--- src/hdl/dds_pkg.sv ---
package dds_pkg;

    // datapath widths
    localparam int SAMPLE_W = 8;
    localparam int PHASE_W = 32;
    localparam int TABLE_AW = 8;

    // fractional bits of every gain, 256 is unity
    localparam int GAIN_RADIX = 8;

    // register byte addresses
    localparam logic [31:0] ADDR_OUT_SEL = 32'h00;
    localparam logic [31:0] ADDR_RAW = 32'h04;
    localparam logic [31:0] ADDR_STEP = 32'h08;

    // frequency modulation
    localparam logic [31:0] ADDR_FM_CFG = 32'h0C;
    localparam logic [31:0] ADDR_FM_RAW = 32'h10;
    localparam logic [31:0] ADDR_FM_GAIN = 32'h14;

    // phase modulation
    localparam logic [31:0] ADDR_PM_CFG = 32'h18;
    localparam logic [31:0] ADDR_PM_RAW = 32'h1C;
    localparam logic [31:0] ADDR_PM_GAIN = 32'h20;

    // noise and output scaling
    localparam logic [31:0] ADDR_NOISE_GAIN = 32'h24;
    localparam logic [31:0] ADDR_OUT_GAIN = 32'h28;
    localparam logic [31:0] ADDR_OUT_OFFSET = 32'h2C;

    // write only, address in 15:8 and data in 7:0
    localparam logic [31:0] ADDR_TABLE = 32'h30;

    // statistics
    localparam logic [31:0] ADDR_STAT_CFG = 32'h34;
    localparam logic [31:0] ADDR_STAT_LIMIT = 32'h38;
    localparam logic [31:0] ADDR_STAT_RESULT = 32'h3C;
    localparam logic [31:0] ADDR_STAT_COUNT = 32'h40;

endpackage

--- src/hdl/gain_offset_clamp.sv ---
`timescale 1ns/1ps

module gain_offset_clamp #(
    parameter int IN_WIDTH = 8,
    parameter int GAIN_WIDTH = 16,
    parameter int OFFSET_WIDTH = 8,
    parameter int OUT_WIDTH = 8
) (
    input  logic                           clk,
    input  logic                           arst_n,
    input  logic signed [IN_WIDTH-1:0]     in,
    input  logic signed [GAIN_WIDTH-1:0]   gain,
    input  logic signed [OFFSET_WIDTH-1:0] offset,
    output logic signed [OUT_WIDTH-1:0]    out
);

    localparam int PROD_W = IN_WIDTH + GAIN_WIDTH;
    // one guard bit for the offset addition
    localparam int SUM_W = PROD_W + 1;

    // output range, sign-extended to the sum width
    localparam logic signed [SUM_W-1:0] OUT_MAX =
        {{(SUM_W - OUT_WIDTH + 1){1'b0}}, {(OUT_WIDTH - 1){1'b1}}};
    localparam logic signed [SUM_W-1:0] OUT_MIN =
        {{(SUM_W - OUT_WIDTH + 1){1'b1}}, {(OUT_WIDTH - 1){1'b0}}};

    logic signed [PROD_W-1:0] product;
    logic signed [SUM_W-1:0]  sum;

    always_comb begin
        product = in * gain;
        sum = SUM_W'(product >>> dds_pkg::GAIN_RADIX) + SUM_W'(offset);
    end

    always_ff @(posedge clk or negedge arst_n) begin
        if (!arst_n) begin
            out <= '0;
        end else if (sum > OUT_MAX) begin
            out <= OUT_MAX[OUT_WIDTH-1:0];
        end else if (sum < OUT_MIN) begin
            out <= OUT_MIN[OUT_WIDTH-1:0];
        end else begin
            out <= sum[OUT_WIDTH-1:0];
        end
    end

endmodule

--- src/hdl/output_mixer.sv ---
`timescale 1ns/1ps

module output_mixer (
    input  logic        clk,
    input  logic        arst_n,
    input  logic [1:0]  out_sel,
    input  logic [7:0]  raw,
    input  logic [7:0]  wave,
    input  logic [7:0]  ina_data,
    input  logic [7:0]  inb_data,
    input  logic [7:0]  noise,
    input  logic [15:0] noise_gain,
    input  logic [15:0] out_gain,
    input  logic [7:0]  out_offset,
    output logic [7:0]  dds_out
);

    logic signed [7:0] selected;
    logic signed [7:0] scaled_noise;
    logic signed [8:0] wide_sum;
    logic signed [7:0] mix_sum;

    // noise scaling, in parallel with the first stage
    gain_offset_clamp #(
        .IN_WIDTH(dds_pkg::SAMPLE_W),
        .GAIN_WIDTH(16),
        .OFFSET_WIDTH(dds_pkg::SAMPLE_W),
        .OUT_WIDTH(dds_pkg::SAMPLE_W)
    ) noise_scale (
        .clk(clk),
        .arst_n(arst_n),
        .in(noise),
        .gain(noise_gain),
        .offset(8'sd0),
        .out(scaled_noise)
    );

    always_comb begin
        case (out_sel)
            2'd0:    selected = raw;
            2'd1:    selected = wave;
            2'd2:    selected = ina_data;
            default: selected = inb_data;
        endcase
        wide_sum = 9'(selected) + 9'(scaled_noise);
    end

    // stage 1, saturating add of source and noise
    always_ff @(posedge clk or negedge arst_n) begin
        if (!arst_n) begin
            mix_sum <= '0;
        end else if (wide_sum[8] != wide_sum[7]) begin
            mix_sum <= wide_sum[8] ? 8'sh80 : 8'sh7F;
        end else begin
            mix_sum <= wide_sum[7:0];
        end
    end

    // stage 2
    gain_offset_clamp #(
        .IN_WIDTH(dds_pkg::SAMPLE_W),
        .GAIN_WIDTH(16),
        .OFFSET_WIDTH(dds_pkg::SAMPLE_W),
        .OUT_WIDTH(dds_pkg::SAMPLE_W)
    ) out_scale (
        .clk(clk),
        .arst_n(arst_n),
        .in(mix_sum),
        .gain(out_gain),
        .offset(out_offset),
        .out(dds_out)
    );

endmodule

--- config.mk ---
export PLATFORM = sky130hd
export DESIGN_NAME = output_mixer
export DESIGN_NICKNAME = d
export VERILOG_FILES = /design/src/hdl/dds_pkg.sv /design/src/hdl/gain_offset_clamp.sv /design/src/hdl/output_mixer.sv
export SDC_FILE = /design/constraint.sdc
export NUM_CORES = 1
export LEC_CHECK = 0
export ABC_AREA = 1
export BUFFER_PORTS_ARGS = -buffer_cell sky130_fd_sc_hd__buf_4
export CORE_MARGIN = 2
export CORE_UTILIZATION = 52
export DETAILED_ROUTE_END_ITERATION = 6
export PLACE_DENSITY = 0.7
export SLEW_MARGIN = 10
export SYNTH_ARGS = -nofsm -noshare
export SYNTH_HDL_FRONTEND = slang
export SYNTH_HIERARCHICAL = 1
export SYNTH_SLANG_ARGS = --single-unit
--- constraint.sdc ---
create_clock -name clk -period 8.55 [get_ports clk]
set_clock_uncertainty 0.2 [all_clocks]
set_input_delay 1.71 -clock clk [delete_from_list [all_inputs] [get_ports clk]]
set_output_delay 1.71 -clock clk [all_outputs]
set_load 0.05 [all_outputs]
; ---- After elaboration in Yosys (flattened, before gate mapping)
; Index checks and enable logic that the tools add are counted.
[word_totals]
output_inout_bits = 8
ff_bits = 24
[classes]
n_reduce_logical = 1
n_eq_ne = 3
n_lt_le_gt_ge = 4
muxes = 7
mul = 2
add_sub_neg = 2
[op_table]
columns = operator, n
row1 = multiplier 8 x 16 -> 24 bit, 2
row2 = two-way mux 8 bit, 6
row3 = "greater-than comparator 25 x 8 -> 1 bit, second input constant", 1
row4 = "< comparator 25 x 8 -> 1 bit, second input constant", 1
row5 = one-hot mux 8 bit (3 select lines), 1
row6 = adder 16 x 8 -> 17 bit, 1
row7 = "greater-than comparator 16 x 8 -> 1 bit, second input constant", 1
row8 = "< comparator 16 x 8 -> 1 bit, second input constant", 1
row9 = adder 8 x 8 -> 9 bit, 1
row10 = "== test 2 x 1 -> 1 bit, second input constant", 1
row11 = "== test 2 bit, second input constant", 1
row12 = zero test 2 bit, 1
row13 = != test 1 bit, 1

; ---- Depth between registers and ports, before layout
[logic_depth]
depth_word = 5
mapped_depth = 37
depth_no_buf = 35

; ---- Modules after synthesis
; The synthesis kept the hierarchy.
[by_module_without_submodules]
columns = mod, n_inst, area_each_um2, cells_per_inst
row1 = gain_offset_clamp at out_scale, 1, 6203.4, 901
row2 = gain_offset_clamp at noise_scale, 1, 6150.9, 912
row3 = output_mixer, 1, 930.9, 149

; ---- Worst setup path after synthesis
; OpenSTA, ideal clock, no wires.
[synth_timing]
path_type = input-to-reg
from = input port out_gain[13]
to = register out_scale.out[0]
cell_stages = 26
t_required_ns = 8.233
arrival_time_ns = 6.720
slack_ns = 1.513
setup_ns = 0.117
cell_sequence = clkbuf_1 > or2_2 > fa_1 > inv_1 > fa_1 > inv_1 > fa_1 > inv_1 > fa_1 > ha_1 > nand2_1 > nor4_1 > nand3_1 > o211ai_2 > xor2_1 > ha_1 > nand2_1 > inv_1 > nand3_1 > nor2_1 > a21oi_1 > nand3_2 > xor2_4 > inv_2 > nand2_4 > nand2_1
[synth_via]
elab_chain_len = 5
elab_cells_between_ends = 6
cone_classes = add/sub: 1 / mul: 1 / order compare: 2 / mux: 2
[synth_lines]
columns = element, line_no
row1 = from (decl), output_mixer.sv:13  ; input logic [15:0] out_gain,
row2 = multiplier 8 x 16 -> 24 bit (*), gain_offset_clamp.sv:31  ; product = in * gain;
row3 = adder 16 x 8 -> 17 bit (*), gain_offset_clamp.sv:32  ; sum = SUM_W'(product >>> dds_pkg::GAIN_RADIX) + SUM_W'(offset);
row4 = < comparator 25 x 8 -> 1 bit, gain_offset_clamp.sv:40  ; end else if (sum < OUT_MIN) begin
row5 = two-way mux 8 bit, gain_offset_clamp.sv:40
row6 = two-way mux 8 bit (*), gain_offset_clamp.sv:38  ; end else if (sum > OUT_MAX) begin
row7 = to (signal assigned), gain_offset_clamp.sv:39  ; out <= OUT_MAX[OUT_WIDTH-1:0];
row8 = to (signal assigned), gain_offset_clamp.sv:41  ; out <= OUT_MIN[OUT_WIDTH-1:0];
row9 = to (signal assigned), gain_offset_clamp.sv:43  ; out <= sum[OUT_WIDTH-1:0];
row10 = to (decl), gain_offset_clamp.sv:14  ; output logic signed [OUT_WIDTH-1:0] out
; Every way passes the cells marked *; elsewhere a longest branch is shown, timed or not.

; ---- Worst setup path after layout
[layout_timing]
from = input port noise[7]
to = register noise_scale.out[5]
[layout_via]
elab_chain_len = 4
elab_cells_between_ends = 5
cone_classes = mul: 1 / order compare: 2 / mux: 2
[layout_lines]
columns = element, line_no
row1 = from (decl), output_mixer.sv:11  ; input logic [7:0] noise,
row2 = multiplier 8 x 16 -> 24 bit (*), gain_offset_clamp.sv:31
row3 = < comparator 16 x 8 -> 1 bit, gain_offset_clamp.sv:40
row4 = two-way mux 8 bit, gain_offset_clamp.sv:40
row5 = two-way mux 8 bit (*), gain_offset_clamp.sv:38
row6 = to (signal assigned), gain_offset_clamp.sv:39
row7 = to (signal assigned), gain_offset_clamp.sv:41
row8 = to (signal assigned), gain_offset_clamp.sv:43
row9 = to (decl), gain_offset_clamp.sv:14
; Marks and branches as above.

==> results_dict.tcl <==
set metrics [dict create \
    final_common_cell "nand2_1" \
    path_class "in -> reg" \
    tightest_slew_ns 0.721 \
    ys_types 44 \
    critPathRequiredTime_ns 8.49 \
    cp-start-kind "input pin" \
    multi_input_area_mm2 0.0104 \
    num_rows 58 \
    crit_path_max_fanout 16 \
    hold_violations 0 \
    setup_viol 0 \
    rsz0062_at_grt "no" \
    die_width_um 164 \
    hold_path.class "reg -> reg" \
    fillerInstances 2481 \
    numPortBuffers 91 \
    cp-end-kind "flip-flop" \
    nets 2436 \
    ctsHoldBuffers 0 \
    wire_per_inst_um 13.0 \
    die_h_um 164 \
    final_cell_mix "554 x nand2_1, 549 x inv_1, 205 x fa_1" \
    cpMostUsedCell "inv_1" \
    track_usage 0.243 \
    design_area_mm2 0.0143 \
    drt_drc_violations_left 0 \
    grt_max_degree 25 \
    fmax_mhz 137 \
    die_area_mm2 0.0268 \
    synthSimpleGateAreaFrac 0.256 \
    num_io_pins 92 \
    core-area_mm2 0.0251 \
    syn_area_mm2 0.0133 \
    finalSetupTns_ns 0 \
    period_minus_slack_ns 7.29 \
    routabilityCongestion 0.930 \
    post_cts_buffers 0 \
    regArea_um2 601 \
    cts_tree "built" \
    outcome "completed" \
    synth_fa_ha_area_frac 0.429 \
    clockBufferDepth 2 \
    post_cts_resized 0 \
    regToRegSetupSlack_ns 2.09 \
    netlist_instances 1962 \
    max_cap_viol_count 0 \
    firstDrtPassIters 7 \
    clk_pin_slew_worst_paths_ns 0.06 \
    synthToLayoutAreaGrowth_pct 7.89 \
    start_util 0.529 \
    drive_gt1_frac 0.0808 \
    htreeDepth 1 \
    grt_pass1_vias 11700 \
    crit_arrival_ns 7.23 \
    max_stage_delay_ns 0.56 \
    synthArstFlopShare 1.00 \
    finalMaxSlewViolations 0 \
    detail_route.iter0.violations 652 \
    synth-xor-area-share 0.0411 \
    synth.ff_latch_count 24 \
    synth_top_family_by_area "adder cells" \
    post-route-period-util 0.853 \
    synth_compound_area_frac 0.0548 \
    drt-total-wl_um 30600 \
    synth_edf_count 0 \
    ys.flop_type "dfrtp_1" \
    drt-vias-per-instance 4.90 \
    clk_latency_ns 0.27 \
    n_antenna_cell 0 \
    numCtsBuffers 3 \
    ant_nets 0 \
    dp_hpwl_um 26100 \
    grt_pass1_wl_um 53900 \
    syn_area_per_cell_um2 6.77 \
    vias 11500 \
    grt-ovfl-total 0 \
    numClockSinks 24 \
    relSlewSlack 0.519 \
    clock-root-buffer "clkbuf_16" \
    ys_seq_area_frac 0.0452 \
    crit_slowest_cell "fa_1" \
    antenna_found_initial 0 \
    placed_area_mm2 0.0142 \
    synth_mux_area_frac 0 \
    ys_warn_count 6 \
    fin_util 0.571 \
]
[critical path, delay by kind of cell]
family,cells,cell delay [ns]
adders and majority gates,6,2.85
and+or+nand+nor,12,1.56
buffers and inverters,6,0.80
xor gates and xnor gates,1,0.15
AOI/OAI and AO/OA,1,0.14
[sequential cells by signal, indices dropped and copies added, names as in the netlist]
register,count
mix_sum,8
noise_scale/out,8
out_scale/out,8
[synthesized netlist by cell type, types with 6 or more instances]
master	instances	share of area
a21oi_1	58	0.022
a31oi_1	6	0.0028
and2_1	6	0.0028
clkbuf_1	49	0.014
dfrtp_1	24	0.045
fa_1	205	0.31
ha_1	128	0.12
inv_1	549	0.16
inv_2	8	0.0023
nand2_1	554	0.16
nand2_2	21	0.0099
nand2_4	6	0.0051
nand3_1	62	0.023
nand3_2	6	0.0045
nand3b_1	8	0.0045
nand4_1	14	0.0066
nor2_1	95	0.027
nor2_2	11	0.0052
nor3_1	7	0.0026
o21ai_0	30	0.011
o21ai_1	10	0.0038
xnor2_1	23	0.015
xor2_1	33	0.022
[per-stage QoR]
stage	hold WS, ns	std cells	setup slack [ns]
2_1_floorplan	0.342	1979	1.51
3_3_place_gp	0.431	2344	1.10
3_5_place_dp	0.424	2344	1.05
4_1_cts	0.438	2348	1.31
5_1_grt	0.481	2348	0.797
6_report	0.419	2348	1.26
[cells by family (layout without fill, tap and decap cells)]
family,after synthesis,count (layout)
DFF,24,24
and+or+nand+nor,804,804
adders and majority gates,333,333
AOI/OAI and AO/OA,129,129
xor gates and xnor gates,58,58
buffers and inverters,613,652
other,1,18
[final cells by class]
cell class / instances / area share
inverter: 557 / 0.146
tap: 330 / 0.0288
sequential: 24 / 0.0419
multi-input combinational: 1342 / 0.728
timing repair buffer: 91 / 0.0477
clock buffer: 3 / 0.00524
clock inverter: 1 / 0.00209
[path summary, 6_finish.rpt]
check,from,endpoint,depth (start not counted)
setup / recovery,noise[7],noise_scale/out[5],26
hold / removal,noise_scale/out[0],mix_sum[0],3
setup reg to reg,mix_sum[2],out_scale/out[1],26
hold reg to reg,noise_scale/out[0],mix_sum[0],3
max in group asynchronous,arst_n,noise_scale/out[2],1
min in group asynchronous,arst_n,noise_scale/out[3],1
[routing by layer]
layer,share of wire,global-route usage
met1,0.48,0.358
met2,0.44,0.392
met3,0.062,0.0356
met4,0.0097,0.0299
met5,0,0
Power is not shown: default switching activity piles up to over one toggle a cycle in this logic, so the estimate is an artifact.
