===== src/hdl/dds_pkg.sv =====
package dds_pkg;

    // datapath widths
    localparam int SAMPLE_W = 8;
    localparam int PHASE_W = 32;
    localparam int TABLE_AW = 8;

    // fractional bits of every gain, 256 is unity
    localparam int GAIN_RADIX = 8;

    // register byte addresses
    localparam logic [31:0] ADDR_OUT_SEL = 32'h00;
    localparam logic [31:0] ADDR_RAW = 32'h04;
    localparam logic [31:0] ADDR_STEP = 32'h08;

    // frequency modulation
    localparam logic [31:0] ADDR_FM_CFG = 32'h0C;
    localparam logic [31:0] ADDR_FM_RAW = 32'h10;
    localparam logic [31:0] ADDR_FM_GAIN = 32'h14;

    // phase modulation
    localparam logic [31:0] ADDR_PM_CFG = 32'h18;
    localparam logic [31:0] ADDR_PM_RAW = 32'h1C;
    localparam logic [31:0] ADDR_PM_GAIN = 32'h20;

    // noise and output scaling
    localparam logic [31:0] ADDR_NOISE_GAIN = 32'h24;
    localparam logic [31:0] ADDR_OUT_GAIN = 32'h28;
    localparam logic [31:0] ADDR_OUT_OFFSET = 32'h2C;

    // write only, address in 15:8 and data in 7:0
    localparam logic [31:0] ADDR_TABLE = 32'h30;

    // statistics
    localparam logic [31:0] ADDR_STAT_CFG = 32'h34;
    localparam logic [31:0] ADDR_STAT_LIMIT = 32'h38;
    localparam logic [31:0] ADDR_STAT_RESULT = 32'h3C;
    localparam logic [31:0] ADDR_STAT_COUNT = 32'h40;

endpackage


===== src/hdl/dds_regs.sv =====
`timescale 1ns/1ps

module dds_regs (
    input  logic        clk,
    input  logic        arst_n,
    input  logic        psel,
    input  logic        penable,
    input  logic        pwrite,
    input  logic [31:0] paddr,
    input  logic [31:0] pwdata,
    input  logic [7:0]  stat_min,
    input  logic [7:0]  stat_max,
    input  logic [31:0] stat_count,
    output logic [31:0] prdata,
    output logic [1:0]  out_sel,
    output logic [7:0]  raw,
    output logic [31:0] step,
    output logic [1:0]  fm_sel,
    output logic [31:0] fm_raw,
    output logic [31:0] fm_gain,
    output logic [1:0]  pm_sel,
    output logic [31:0] pm_raw,
    output logic [31:0] pm_gain,
    output logic [15:0] noise_gain,
    output logic [15:0] out_gain,
    output logic [7:0]  out_offset,
    output logic        table_we,
    output logic [7:0]  table_addr,
    output logic [7:0]  table_data,
    output logic        stat_clear,
    output logic        stat_enable,
    output logic [31:0] stat_limit
);

    logic       wr_en;
    logic       table_hit;
    logic [1:0] stat_cfg;

    // write completes in the access phase
    assign wr_en = psel && penable && pwrite;
    assign table_hit = wr_en && (paddr == dds_pkg::ADDR_TABLE);

    assign stat_clear = stat_cfg[0];
    assign stat_enable = stat_cfg[1];

    always_ff @(posedge clk or negedge arst_n) begin
        if (!arst_n) begin
            out_sel <= '0;
            raw <= '0;
            step <= '0;
            fm_sel <= '0;
            fm_raw <= '0;
            fm_gain <= '0;
            pm_sel <= '0;
            pm_raw <= '0;
            pm_gain <= '0;
            noise_gain <= '0;
            out_gain <= '0;
            out_offset <= '0;
            stat_cfg <= '0;
            stat_limit <= '0;
        end else if (wr_en) begin
            case (paddr)
                dds_pkg::ADDR_OUT_SEL:    out_sel <= pwdata[1:0];
                dds_pkg::ADDR_RAW:        raw <= pwdata[7:0];
                dds_pkg::ADDR_STEP:       step <= pwdata;
                dds_pkg::ADDR_FM_CFG:     fm_sel <= pwdata[1:0];
                dds_pkg::ADDR_FM_RAW:     fm_raw <= pwdata;
                dds_pkg::ADDR_FM_GAIN:    fm_gain <= pwdata;
                dds_pkg::ADDR_PM_CFG:     pm_sel <= pwdata[1:0];
                dds_pkg::ADDR_PM_RAW:     pm_raw <= pwdata;
                dds_pkg::ADDR_PM_GAIN:    pm_gain <= pwdata;
                dds_pkg::ADDR_NOISE_GAIN: noise_gain <= pwdata[15:0];
                dds_pkg::ADDR_OUT_GAIN:   out_gain <= pwdata[15:0];
                dds_pkg::ADDR_OUT_OFFSET: out_offset <= pwdata[7:0];
                dds_pkg::ADDR_STAT_CFG:   stat_cfg <= pwdata[1:0];
                dds_pkg::ADDR_STAT_LIMIT: stat_limit <= pwdata;
                default: ;
            endcase
        end
    end

    // one-cycle strobe towards the waveform table
    always_ff @(posedge clk or negedge arst_n) begin
        if (!arst_n) begin
            table_we <= 1'b0;
        end else begin
            table_we <= table_hit;
        end
    end

    always_ff @(posedge clk) begin
        if (table_hit) begin
            table_addr <= pwdata[15:8];
            table_data <= pwdata[7:0];
        end
    end

    // readback, table register and unmapped space read 0
    always_comb begin
        prdata = '0;
        if (psel) begin
            case (paddr)
                dds_pkg::ADDR_OUT_SEL:     prdata = {30'd0, out_sel};
                dds_pkg::ADDR_RAW:         prdata = {24'd0, raw};
                dds_pkg::ADDR_STEP:        prdata = step;
                dds_pkg::ADDR_FM_CFG:      prdata = {30'd0, fm_sel};
                dds_pkg::ADDR_FM_RAW:      prdata = fm_raw;
                dds_pkg::ADDR_FM_GAIN:     prdata = fm_gain;
                dds_pkg::ADDR_PM_CFG:      prdata = {30'd0, pm_sel};
                dds_pkg::ADDR_PM_RAW:      prdata = pm_raw;
                dds_pkg::ADDR_PM_GAIN:     prdata = pm_gain;
                dds_pkg::ADDR_NOISE_GAIN:  prdata = {16'd0, noise_gain};
                dds_pkg::ADDR_OUT_GAIN:    prdata = {16'd0, out_gain};
                dds_pkg::ADDR_OUT_OFFSET:  prdata = {24'd0, out_offset};
                dds_pkg::ADDR_STAT_CFG:    prdata = {30'd0, stat_cfg};
                dds_pkg::ADDR_STAT_LIMIT:  prdata = stat_limit;
                dds_pkg::ADDR_STAT_RESULT: prdata = {16'd0, stat_max, stat_min};
                dds_pkg::ADDR_STAT_COUNT:  prdata = stat_count;
                default:                   prdata = '0;
            endcase
        end
    end

endmodule


===== config.mk =====
export PLATFORM = sky130hd
export DESIGN_NAME = dds_regs
export DESIGN_NICKNAME = d
export VERILOG_FILES = /design/src/hdl/dds_pkg.sv /design/src/hdl/dds_regs.sv
export SDC_FILE = /design/constraint.sdc
export NUM_CORES = 1
export LEC_CHECK = 0
export ABC_AREA = 0
export BUFFER_PORTS_ARGS = -buffer_cell sky130_fd_sc_hd__clkbuf_2
export CORE_MARGIN = 5
export CORE_UTILIZATION = 51
export CTS_CLUSTER_DIAMETER = 30
export DETAILED_ROUTE_END_ITERATION = 16
export GPL_TIMING_DRIVEN = 1
export PLACE_DENSITY = 0.85
export SETUP_SLACK_MARGIN = 0.05
export SYNTH_ARGS = -nofsm -noshare
export SYNTH_HDL_FRONTEND = slang
export SYNTH_SLANG_ARGS = --single-unit

===== constraint.sdc =====
create_clock -name clk -period 3.7 [get_ports clk]
set_clock_uncertainty 0.05 [all_clocks]
set_input_delay 0.74 -clock clk [delete_from_list [all_inputs] [get_ports clk]]
set_output_delay 0.74 -clock clk [all_outputs]
set_load 0.05 [all_outputs]

# Yosys cells after proc, flatten, opt, wreduce, memory -nomap -nowiden
# Index checks and enable logic that the tools add are counted.
[word_totals]
ff_bits = 265
in_bits = 117
elab_cells = 53
[classes]
n_eq_ne = 16
n_mux = 2
n_reduce_logical = 18
[op_table]
columns = ["operator", "count"]
rows = [
  ["32-bit one-hot mux with 16 select lines", 1],
  ["32-bit by 6-bit equality test with 1-bit output (second input constant)", 8],
  ["32-bit by 5-bit equality test with 1-bit output (second input constant)", 4],
  ["32-bit by 4-bit equality test with 1-bit output (second input constant)", 2],
  ["32-bit by 3-bit equality test with 1-bit output (second input constant)", 1],
  ["32-bit by 7-bit equality test with 1-bit output (second input constant)", 1],
  ["32-bit logical NOT", 1],
  ["32-bit two-way mux", 1],
  ["2-bit AND reduction", 14],
  ["1-bit logical AND", 3],
]

# Longest topological paths before layout
# Gate-level depths: netlist of run 1.
[depth]
ltp_word = 3
depth_mapped = 8
depth_no_buf = 5

# Least setup slack after synthesis of run 1
# Ideal clock, no wire load.
[synth_path]
kind = "input to output"
from = "input port paddr[13]"
to = "output port prdata[17]"
path_slack_ns = -0.368
path_stages = 8
arrival_time_ns = 3.278
path_buffers = 3
cell_sequence = "or4_1 buf_2 or4b_4 nor2_4 buf_6 buf_12 a22oi_2 a31oi_1"
[synth_via]
elab_chain_len = 3
elab_cells_between_ends = 18
cone_classes = "eq/ne: 15; mux: 2; reduce/logical: 1"
[synth_lines]
columns = ["element", "line_no", "rtl"]
rows = [
  ["start, declared", "dds_regs.sv:9", "input logic [31:0] paddr,"],
  ["32-bit by 7-bit equality test with 1-bit output, or another cell as far along", "dds_regs.sv:103", "case (paddr)"],
  ["32-bit one-hot mux with 16 select lines *", "dds_regs.sv:103", ""],
  ["32-bit two-way mux *", "dds_regs.sv:102", "if (psel) begin"],
  ["end, declared", "dds_regs.sv:14", "output logic [31:0] prdata,"],
]
# Every way passes the cells marked *; elsewhere a longest branch is shown, timed or not.

# Final worst setup path of run 1
[layout_path]
from = "input port paddr[13]"
to = "output port prdata[27]"
# Same word-level chain as after synthesis.

==> results.py, run 1 <==
metrics = {
    "outcome": {
        "outcome": "finished, violations left",
        "violations": "negative setup slack",
    },
    "layout": {
        "drive_above_1_share_pct": 63.6,
        "area_growth_pct": 51.2,
        "nets": 1550,
        "fillers": 1395,
        "stdcell_area_um2": 18700,
        "seq_area_um2": 6710,
        "final_cells": 1801,
        "multi_input_area_um2": 5960,
    },
    "flow_run": {
        "max_cap_viol_count": 0,
    },
    "logic_synthesis": {
        "ys_seq_elements": 265,
        "synthFlopType": "dfrtp_1",
        "synth_top_family_by_area": "multiplexers",
        "yosys_warnings": 0,
        "synthMuxAreaShare_pct": 22.8,
        "syn-cell-area_um2": 12400,
        "synth_cell_types": 53,
        "synth-edff-count": 16,
        "yosysSeqAreaShare_pct": 54.1,
        "synth_simple_gate_area_share_pct": 9.49,
        "synthAdderAreaFrac_pct": 0,
        "avgSynthCellArea_um2": 13.5,
        "synthesis.nets": 1032,
        "postSynth.asyncResetShare_pct": 94.0,
        "synthCells": 915,
        "synth_xor_area_share_pct": 0,
        "synth-compound-area-share_pct": 10.4,
    },
    "clock_network": {
        "clock-sinks": 265,
        "cts_buffers": 52,
        "clk_latency_ns": 0.56,
        "htree_num_levels": 2,
        "cts_tree": "done",
        "ctsHoldBuffers": 0,
        "cts_buffer_depth": 3,
        "clk_root_buffer_cell": "clkbuf_16",
        "cts.clk_slew.worst_paths_ns": 0.05,
    },
    "route": {
        "wl_per_cell_um": 29.2,
        "drt_first_pass_iters": 7,
        "routed_wl_um": 52700,
        "drc": 0,
        "ant_nets": 0,
        "drtIter0Drc": 1320,
        "avgViaCountPerCell": 6.48,
        "num_vias": 11700,
    },
    "setup_path": {
        "crit_path_end_kind": "primary output",
        "crit_family": "simple AND/OR/NAND/NOR gates",
        "worstSetupPathType": "input port to primary output",
        "crit_chain": "buf_6 > or4_4 > or4b_4 > nor2_4 > buf_12 > buf_4 > a22oi_2 > a31oi_4 > buf_12",
        "critPathBufInv": 4,
        "cp_slowest_cell": "or4_4",
        "critPathMaxFanout": 8,
        "setup.worst_path.start_class": "input port",
        "path_common_cell": "buf_12",
        "slowest_delay_ns": 0.59,
        "worstPathRequired_ns": 2.91,
        "r2r_slack_ns": 2.77,
        "crit_arrival_ns": 3.02,
    },
    "global_route": {
        "antenna_found_initial": 1,
        "grt-ovfl-total": 0,
        "grt_pass1_wl_um": 77400,
        "grt_use_total_pct": 36.2,
        "grt_pass1_vias": 12300,
        "grt_max_degree": 80,
    },
    "sta": {
        "fmaxAchievable_ghz": 0.263,
        "worst_hold_slack_ns": 0.126,
        "relSlewSlack_pct": 47.3,
        "post-route-period-util_pct": 103,
        "setup_ws_ns": -0.105,
        "worst_pin_slew_ns": 0.770,
        "hold_violations": 0,
        "setup_violations": 28,
        "slew_violations": 0,
        "period_needed_ns": 3.81,
        "rsz0062_at_grt": "true",
    },
    "floorplanning": {
        "die_y_um": 166,
        "ioPinCount": 414,
        "dieArea_um2": 27500,
        "coreArea_um2": 24100,
        "fp.dieW_um": 166,
        "start_util_pct": 51.4,
        "core.rowCount": 57,
    },
    "worst_hold_path": {
        "hold_path_class": "input port to async pin",
    },
    "power_and_ir_drop": {
        "powerDensity_nw_per_um2": 423,
        "leakage_nw": 9.59,
        "peakVddDrop_mv": 0.447,
        "p_total_mw": 7.92,
    },
    "placement": {
        "dp_hpwl_um": 34300,
        "globalplace.congestion": 0.943,
        "placed_cells": 1687,
        "placed_area_um2": 16300,
        "post-place-ws_ns": -0.209,
        "io_buffers": 413,
    },
}
routing by layer:
layer / up-vias / GRT usage [%] / wire (um)
li1: 4672 / - / -
met1: 5775 / 43.2 / 18600
met2: 981 / 59.2 / 25200
met3: 249 / 11.2 / 5790
met4: 2 / 18.9 / 3100
met5: - / 0 / 12
area by class of cell:
cell class              instances  area share (%)
diodes                          1          0.0133
well taps                     324            2.16
flip-flops and latches        265            35.8
clock buffers                  63            7.38
repair buffers                541            20.6
clock inverters                34            2.10
multi-input cells             568            31.8
inverters                       5           0.100
synthesized netlist by cell type, types with 3 or more instances:
library cell	count	area share (%)
buf_2	25	1.0
nor3_1	14	0.57
a22oi_2	10	1.0
buf_1	11	0.33
mux2_1	55	5.0
and4_1	3	0.21
buf_6	3	0.27
a222oi_1	25	2.0
nand2_1	8	0.24
a22o_1	7	0.49
edfxtp_1	16	3.9
nor4_1	16	0.81
dfrtp_1	249	50
a31oi_2	8	0.81
a41oi_1	3	0.21
a22oi_1	41	2.5
buf_4	4	0.24
a31oi_1	21	1.1
o21ai_0	3	0.12
clkbuf_1	31	0.94
a2111oi_0	27	1.9
and2_1	5	0.25
nor2_1	4	0.12
and3_1	74	3.7
nor3_2	3	0.24
inv_1	5	0.15
nor4_2	5	0.50
nand3_1	7	0.28
mux2_2	196	18
sequential cells by signal, indices dropped and copies added, names as in the netlist, 2 cells and up:
| register | count |
|---|---|
| pm_raw | 32 |
| fm_gain | 32 |
| table_data | 8 |
| pm_sel | 2 |
| out_sel | 2 |
| out_offset | 8 |
| out_gain | 16 |
| raw | 8 |
| stat_limit | 32 |
| fm_sel | 2 |
| pm_gain | 32 |
| table_addr | 8 |
| step | 32 |
| stat_cfg | 2 |
| fm_raw | 32 |
| noise_gain | 16 |
cell families after synthesis:
logic type | Yosys count
AND/OR/NAND/NOR | 168
flip-flops | 265
buffers and inverters | 82
multiplexers | 251
AO/OA/AOI/OAI | 149
cells in the final DEF, fill, tap and decap left out, types with 5 or more instances in the layout:
master      instances
or4b_4              5
a222oi_1           25
a31oi_4            19
inv_1               5
clkinv_2            5
buf_8              16
a2111oi_1          14
a22oi_2            25
buf_4              86
a31oi_2             8
buf_6              16
a2111oi_0          10
and3_1             71
clkinvlp_4          6
inv_6              10
edfxtp_1           16
and2_4              5
nor4_1              9
nand3_2             7
buf_12             39
a22oi_1            26
nor3_1             12
clkbuf_1            8
nor4_4              9
nand2_1             7
mux2_1             55
bufinv_16           5
mux2_2            196
clkbuf_16          56
clkinv_4            5
a22o_1              7
dfrtp_1           249
clkbuf_2          377
power by group:
part | switching, mW | total [mW] | leakage, nW | internal [mW]
logic | 0.164 | 0.253 | 5.11 | 0.0892
clock network | 1.68 | 4.74 | 0.856 | 3.06
registers | 0.00000000561 | 2.93 | 3.62 | 2.93
metrics by stage:
| stage | TNS (ns) | utilization [%] |
|---|---|---|
| after floorplan | -0.768 | - |
| after global placement | -2.64 | 67.5 |
| after detailed placement | -3.32 | 67.5 |
| after CTS | -1.15 | 76.1 |
| after global routing | -2.65 | 77.8 |
| final | -1.55 | 77.8 |
final timing paths:
| kind | start | to | cells past startpoint |
|---|---|---|---|
| setup reg to reg | fm_raw[29]$_DFFE_PN0P_ | fm_raw[29]$_DFFE_PN0P_ | 1 |
| hold / removal | arst_n | stat_limit[1]$_DFFE_PN0P_ | 1 |
| setup / recovery | paddr[13] | prdata[27] | 9 |
| hold reg to reg | out_gain[12]$_DFFE_PN0P_ | out_gain[12]$_DFFE_PN0P_ | 1 |
| min in group clk | pwdata[28] | pm_gain[28]$_DFFE_PN0P_ | 2 |
| max in group asynchronous | arst_n | step[11]$_DFFE_PN0P_ | 2 |
what timing repair did:
| item | CTS | global route |
|---|---|---|
| setup buffers | 2 | 11 |
| endpoints found under the setup margin | 32 | 32 |
| pin swaps | 8 | 25 |
| cloned | 2 | 3 |
| gates resized for setup | 64 | 71 |
Power figures use the tool's default switching activity.
==> inputs of run 2 (changes only) <==
- CORE_AREA: not set -> 2 2 159 161
- CORE_MARGIN: 5 -> not set
- CORE_UTILIZATION: 51 -> not set
- DIE_AREA: not set -> 0 0 161 163
- PLACE_DENSITY: 0.85 -> 0.84
==> run 2 against run 1 <==
The flow still finishes with violations (negative setup slack). Clock power grew 3%. Routed wire length grew 0.66%. Via count grew 0.94%. Cell count grew 0.39%. Critical endpoint is now prdata[1]. Largest cell class unchanged. Largest power group unchanged.
==> results.py, run 2 (synthesis gave the netlist of run 1 again) <==
metrics = {
    "outcome": {
        "outcome": "finished, violations left",
        "violations": "negative setup slack",
    },
    "sta": {
        "slew_violations": 0,
        "post-route-period-util_pct": 105,
        "period_needed_ns": 3.88,
        "relSlewSlack_pct": 47.5,
        "setup_violations": 27,
        "worst_pin_slew_ns": 0.767,
        "fmaxAchievable_ghz": 0.258,
        "rsz0062_at_grt": "true",
        "hold_violations": 0,
        "setup_ws_ns": -0.180,
        "finalSetupTns_ns": -1.43,
    },
    "global_route": {
        "grt_max_degree": 85,
        "top_usage_layer": "met2",
        "antenna_found_initial": 1,
        "grt_use_met2_pct": 62.6,
        "grt-ovfl-total": 0,
        "grtUsageMet1_pct": 45.8,
        "gr-usage-met3_pct": 11.1,
        "grt_pass1_vias": 12100,
        "grt_pass1_wl_um": 75400,
        "grt_use_total_pct": 38.3,
    },
    "route": {
        "drtIter0Drc": 1173,
        "ant_nets": 0,
        "drt_first_pass_iters": 6,
        "avgViaCountPerCell": 6.52,
        "num_vias": 11800,
        "routed_wl_um": 53000,
        "drc": 0,
        "wl_per_cell_um": 29.3,
    },
    "layout": {
        "nets": 1554,
        "final_cell_mix": "clkbuf_2 (373), dfrtp_1 (249), mux2_2 (196)",
        "final_cells": 1808,
        "area_growth_pct": 54.3,
        "final_common_cell": "clkbuf_2",
        "finalCoreUtilization_pct": 77.5,
        "drive_above_1_share_pct": 65.0,
    },
    "power_and_ir_drop": {
        "p_sw_share_pct": 22.3,
        "p_total_mw": 8.07,
        "clockPowerShare_pct": 60.3,
        "p_sw_mw": 1.80,
        "leakage_nw": 9.71,
        "pwr-share-seq_pct": 36.3,
        "comb_power_share_pct": 3.4,
        "peakVddDrop_mv": 0.383,
        "powerDensity_nw_per_um2": 422,
        "internal-power_mw": 6.27,
    },
    "placement": {
        "io_buffers": 413,
        "post-place-ws_ns": -0.271,
        "placed_cells": 1687,
        "dp_hpwl_um": 33000,
        "globalplace.congestion": 0.921,
    },
    "floorplanning": {
        "ioPinCount": 414,
        "coreArea_um2": 24700,
        "start_util_pct": 50.2,
        "dieArea_um2": 26200,
        "fp.dieW_um": 161,
        "die_y_um": 163,
        "core.rowCount": 58,
    },
    "clock_network": {
        "cts.clk_slew.worst_paths_ns": 0.05,
        "clock-sinks": 265,
        "cts_buffer_depth": 3,
        "cts_buffers": 49,
        "htree_num_levels": 2,
        "clk_latency_ns": 0.55,
        "cts_tree": "done",
        "clk_root_buffer_cell": "clkbuf_16",
    },
    "setup_path": {
        "critPathMaxFanout": 4,
        "crit_path_end_kind": "primary output",
        "setup.worst_path.start_class": "input port",
        "r2r_slack_ns": 2.74,
        "crit_arrival_ns": 3.09,
        "crit_end": "prdata[1]",
        "r2r-start": "fm_gain[27]$_DFFE_PN0P_",
        "startpoint": "paddr[6]",
        "worstPathRequired_ns": 2.91,
        "worstSetupPathType": "input port to primary output",
        "r2r-end": "fm_gain[27]$_DFFE_PN0P_",
        "worst_r2r_path_depth": 1,
    },
    "flow_run": {
        "max_cap_viol_count": 0,
    },
    "worst_hold_path": {
        "hold_path_class": "input port to async pin",
    },
}
==> run 2: changes by cell type in the layout (fill, tap and decap cells not counted), moves of 4 or more <==
cell,delta
clkbuf_2,-4
buf_4,-9
bufinv_16,+4
a22oi_1,-7
clkbuf_8,+10
inv_6,-4
a22oi_2,+7
a2111oi_1,-6
buf_8,+6
clkbuf_1,-6
==> run 2: cell type report <==
class | count | area, um^2
antenna | 1 | 2.50
clock buffer | 58 | 1340
clock inverter | 33 | 465
fill | 1356 | 5550
inverter | 5 | 18.8
multi-input combinational | 568 | 6090
sequential | 265 | 6710
tap | 330 | 413
timing repair buffer | 548 | 4080
==> run 2: how the worst min path moves through the flow <==
stage / cells past startpoint / startpoint / endpoint
final: 1 / arst_n / pm_sel[1]$_DFFE_PN0P_
after global routing: 1 / arst_n / stat_limit[4]$_DFFE_PN0P_
after CTS: 1 / arst_n / stat_limit[4]$_DFFE_PN0P_
after detailed placement: 1 / step[2]$_DFFE_PN0P_ / step[2]$_DFFE_PN0P_
after global placement: 1 / step[2]$_DFFE_PN0P_ / step[2]$_DFFE_PN0P_
after floorplan: 0 / arst_n / fm_gain[0]$_DFFE_PN0P_
==> run 2: what timing repair did <==
| item | CTS | global route |
|---|---|---|
| buffers inserted | 12 | 8 |
| hold endpoints to repair | 0 | 0 |
| pin swaps | 27 | 50 |
| hold buffers | 0 | 0 |
| resized for setup | 95 | 94 |
| gates cloned | 4 | 6 |
| setup endpoints to repair | 32 | 32 |
==> run 2: power groups by stage <==
stage / clock network (mW) / logic (mW) / registers [mW]
final: 4.87 / 0.273 / 2.93
after global routing: 5.03 / 0.293 / 2.92
after CTS: 4.87 / 0.251 / 2.93
after detailed placement: 0 / 0.234 / 2.98
after global placement: 0 / 0.230 / 2.98
after floorplan: 0 / 0.0458 / 2.98
==> run 2: metal layers <==
metal | wire, um | vias up
met5 | 0 | -
met4 | 3570 | 0
met3 | 5770 | 266
met2 | 25000 | 960
met1 | 18700 | 5890
li1 | - | 4673
==> run 2: per-stage QoR <==
stage                     area (um^2)  hold WS [ns]
after floorplan                 12700         0.394
after global placement          16200         0.441
after detailed placement        16200         0.446
after CTS                       18600         0.185
after global routing            19100         0.210
final                           19100         0.169
==> run 2: critical path: stages <==
cell and delay, ns:
clkbuf_8 0.12, buf_6 0.13, buf_4 0.13, nor4b_1 0.39
buf_4 0.20, nand4_1 0.29, nor2_1 0.23, buf_4 0.17
a2111oi_0 0.13, a31oi_1 0.30, clkbuf_8 0.24
==> inputs of run 3 (changes only) <==
- BUFFER_PORTS_ARGS: -buffer_cell sky130_fd_sc_hd__clkbuf_2 -> -buffer_cell sky130_fd_sc_hd__buf_2
==> run 3 against run 2 <==
The flow still finishes with violations (negative setup slack). Clock power shrank 10%. Routed wire length shrank 4.0%. Hold slack gained 0.012 ns. Largest cell class unchanged. Largest power group unchanged.
==> results.py, run 3 (synthesis gave the netlist of run 1 again) <==
metrics = {
    "outcome": {
        "outcome": "finished, violations left",
        "violations": "negative setup slack",
    },
    "clock_network": {
        "clk_root_buffer_cell": "clkbuf_16",
        "cts_buffer_depth": 3,
        "cts_tree": "done",
        "cts_buffers": 48,
        "clock-sinks": 265,
        "htree_num_levels": 2,
        "cts.clk_slew.worst_paths_ns": 0.05,
        "clk_latency_ns": 0.53,
    },
    "worst_hold_path": {
        "hold_path_class": "input port to async pin",
    },
    "layout": {
        "nets": 1561,
        "fillers": 1440,
        "final_cells": 1814,
        "drive_above_1_share_pct": 64.9,
        "final_common_cell": "buf_2",
        "area_growth_pct": 51.4,
        "final_cell_mix": "buf_2 (374), dfrtp_1 (249), mux2_2 (196)",
    },
    "route": {
        "num_vias": 11600,
        "ant_nets": 0,
        "drt_first_pass_iters": 10,
        "drc": 0,
        "wl_per_cell_um": 28.1,
        "routed_wl_um": 50900,
        "avgViaCountPerCell": 6.38,
        "drtIter0Drc": 1232,
    },
    "placement": {
        "dp_hpwl_um": 33200,
        "placed_cells": 1695,
        "globalplace.congestion": 0.941,
        "io_buffers": 413,
    },
    "sta": {
        "setup_ws_ns": -0.0639,
        "slew_violations": 0,
        "relSlewSlack_pct": 45.8,
        "fmaxAchievable_ghz": 0.266,
        "rsz0062_at_grt": "true",
        "hold_violations": 0,
        "period_needed_ns": 3.76,
        "worst_hold_slack_ns": 0.181,
        "finalSetupTns_ns": -0.767,
        "setup_violations": 25,
        "worst_pin_slew_ns": 0.813,
        "post-route-period-util_pct": 102,
    },
    "power_and_ir_drop": {
        "internal-power_mw": 5.93,
        "peakVddDrop_mv": 0.330,
        "comb_power_share_pct": 3.5,
        "p_total_mw": 7.55,
        "p_sw_mw": 1.62,
        "pwr-share-seq_pct": 38.8,
        "p_sw_share_pct": 21.4,
        "clockPowerShare_pct": 57.7,
        "leakage_nw": 9.80,
        "powerDensity_nw_per_um2": 402,
    },
    "floorplanning": {
        "dieArea_um2": 26200,
        "die_y_um": 163,
        "coreArea_um2": 24700,
        "fp.dieW_um": 161,
        "start_util_pct": 50.2,
        "ioPinCount": 414,
        "core.rowCount": 58,
    },
    "setup_path": {
        "worst_r2r_path_depth": 1,
        "r2r_slack_ns": 2.79,
        "worstPathRequired_ns": 2.91,
        "crit_end": "prdata[18]",
        "setup.worst_path.start_class": "input port",
        "crit_arrival_ns": 2.97,
        "crit_path_end_kind": "primary output",
        "startpoint": "paddr[13]",
        "r2r-end": "pm_gain[29]$_DFFE_PN0P_",
        "worstSetupPathType": "input port to primary output",
        "r2r-start": "pm_gain[29]$_DFFE_PN0P_",
        "critPathMaxFanout": 9,
    },
    "global_route": {
        "grt_pass1_wl_um": 73000,
        "grt-ovfl-total": 0,
        "grt_use_total_pct": 37.1,
        "antenna_found_initial": 3,
        "grt_pass1_vias": 11800,
        "grt_max_degree": 100,
    },
    "flow_run": {
        "max_cap_viol_count": 0,
    },
}
==> run 3: cell count changes in the layout (fill, tap and decap cells not counted), moves of 11 or more <==
cell      previous run  this run
a22oi_1             19        30
a22oi_2             32        21
buf_12              42        25
buf_2                3       374
buf_4               77        94
buf_6               16        51
buf_8               22         6
clkbuf_2           373         0
==> run 3: final cells by class <==
type / count / area, um^2 / area share, %
Tap cell: 330 / 413 / 2.20
Clock inverter: 20 / 230 / 1.23
Sequential cell: 265 / 6710 / 35.7
Antenna cell: 2 / 5.00 / 0.0267
Multi-Input combinational cell: 568 / 6100 / 32.5
Timing Repair Buffer: 556 / 3900 / 20.8
Inverter: 5 / 18.8 / 0.100
Clock buffer: 68 / 1400 / 7.45
==> run 3: how the worst min path moves through the flow <==
stage,startpoint,end,slack (ns)
floorplan,arst_n,fm_gain[0]$_DFFE_PN0P_,0.39
global placement,pm_gain[15]$_DFFE_PN0P_,pm_gain[15]$_DFFE_PN0P_,0.44
detailed placement,step[13]$_DFFE_PN0P_,step[13]$_DFFE_PN0P_,0.45
CTS,arst_n,fm_gain[25]$_DFFE_PN0P_,0.23
global route,arst_n,fm_sel[1]$_DFFE_PN0P_,0.26
finish,arst_n,fm_sel[1]$_DFFE_PN0P_,0.18
==> run 3: repair_timing <==
action                                  4_1_cts  5_1_grt
cloned                                        3        3
pin swaps                                    30       23
hold buffers                                  0        0
endpoints found under the setup margin       32       32
setup buffers                                18        8
gates resized for setup                     138       48
==> run 3: critical path, stage by stage <==
cell,delay (ns)
buf_6,0.10
or4_4,0.56
or4b_4,0.61
nor2_4,0.15
buf_4,0.16
clkbuf_16,0.17
a22oi_1,0.12
a31oi_4,0.17
buf_6,0.17
==> run 3: power groups by stage <==
stage / combinational [mW] / clock [mW] / sequential, mW
final: 0.266 / 4.36 / 2.93
after global routing: 0.288 / 4.54 / 2.93
after CTS: 0.255 / 4.37 / 2.93
after detailed placement: 0.237 / 0 / 2.98
after global placement: 0.233 / 0 / 2.98
after floorplan: 0.0458 / 0 / 2.98
==> run 3: metrics by stage <==
| stage | utilization [%] | worst slack (ns) | area, um^2 |
|---|---|---|---|
| 6_report | 76.1 | -0.0639 | 18800 |
| 5_1_grt | 76.1 | -0.112 | 18800 |
| 4_1_cts | 74.7 | -0.0230 | 18400 |
| 3_5_place_dp | 65.2 | -0.315 | 16100 |
| 3_3_place_gp | 65.2 | -0.269 | 16100 |
| 2_1_floorplan | - | -0.211 | 12700 |
==> run 3: metal layers <==
layer	vias to the layer above	GRT usage, %	share of wire [%]
li1	4676	-	-
met5	-	0	0
met3	246	8.58	9.9
met2	846	61.3	48
met4	0	19.6	6.3
met1	5814	45.7	36
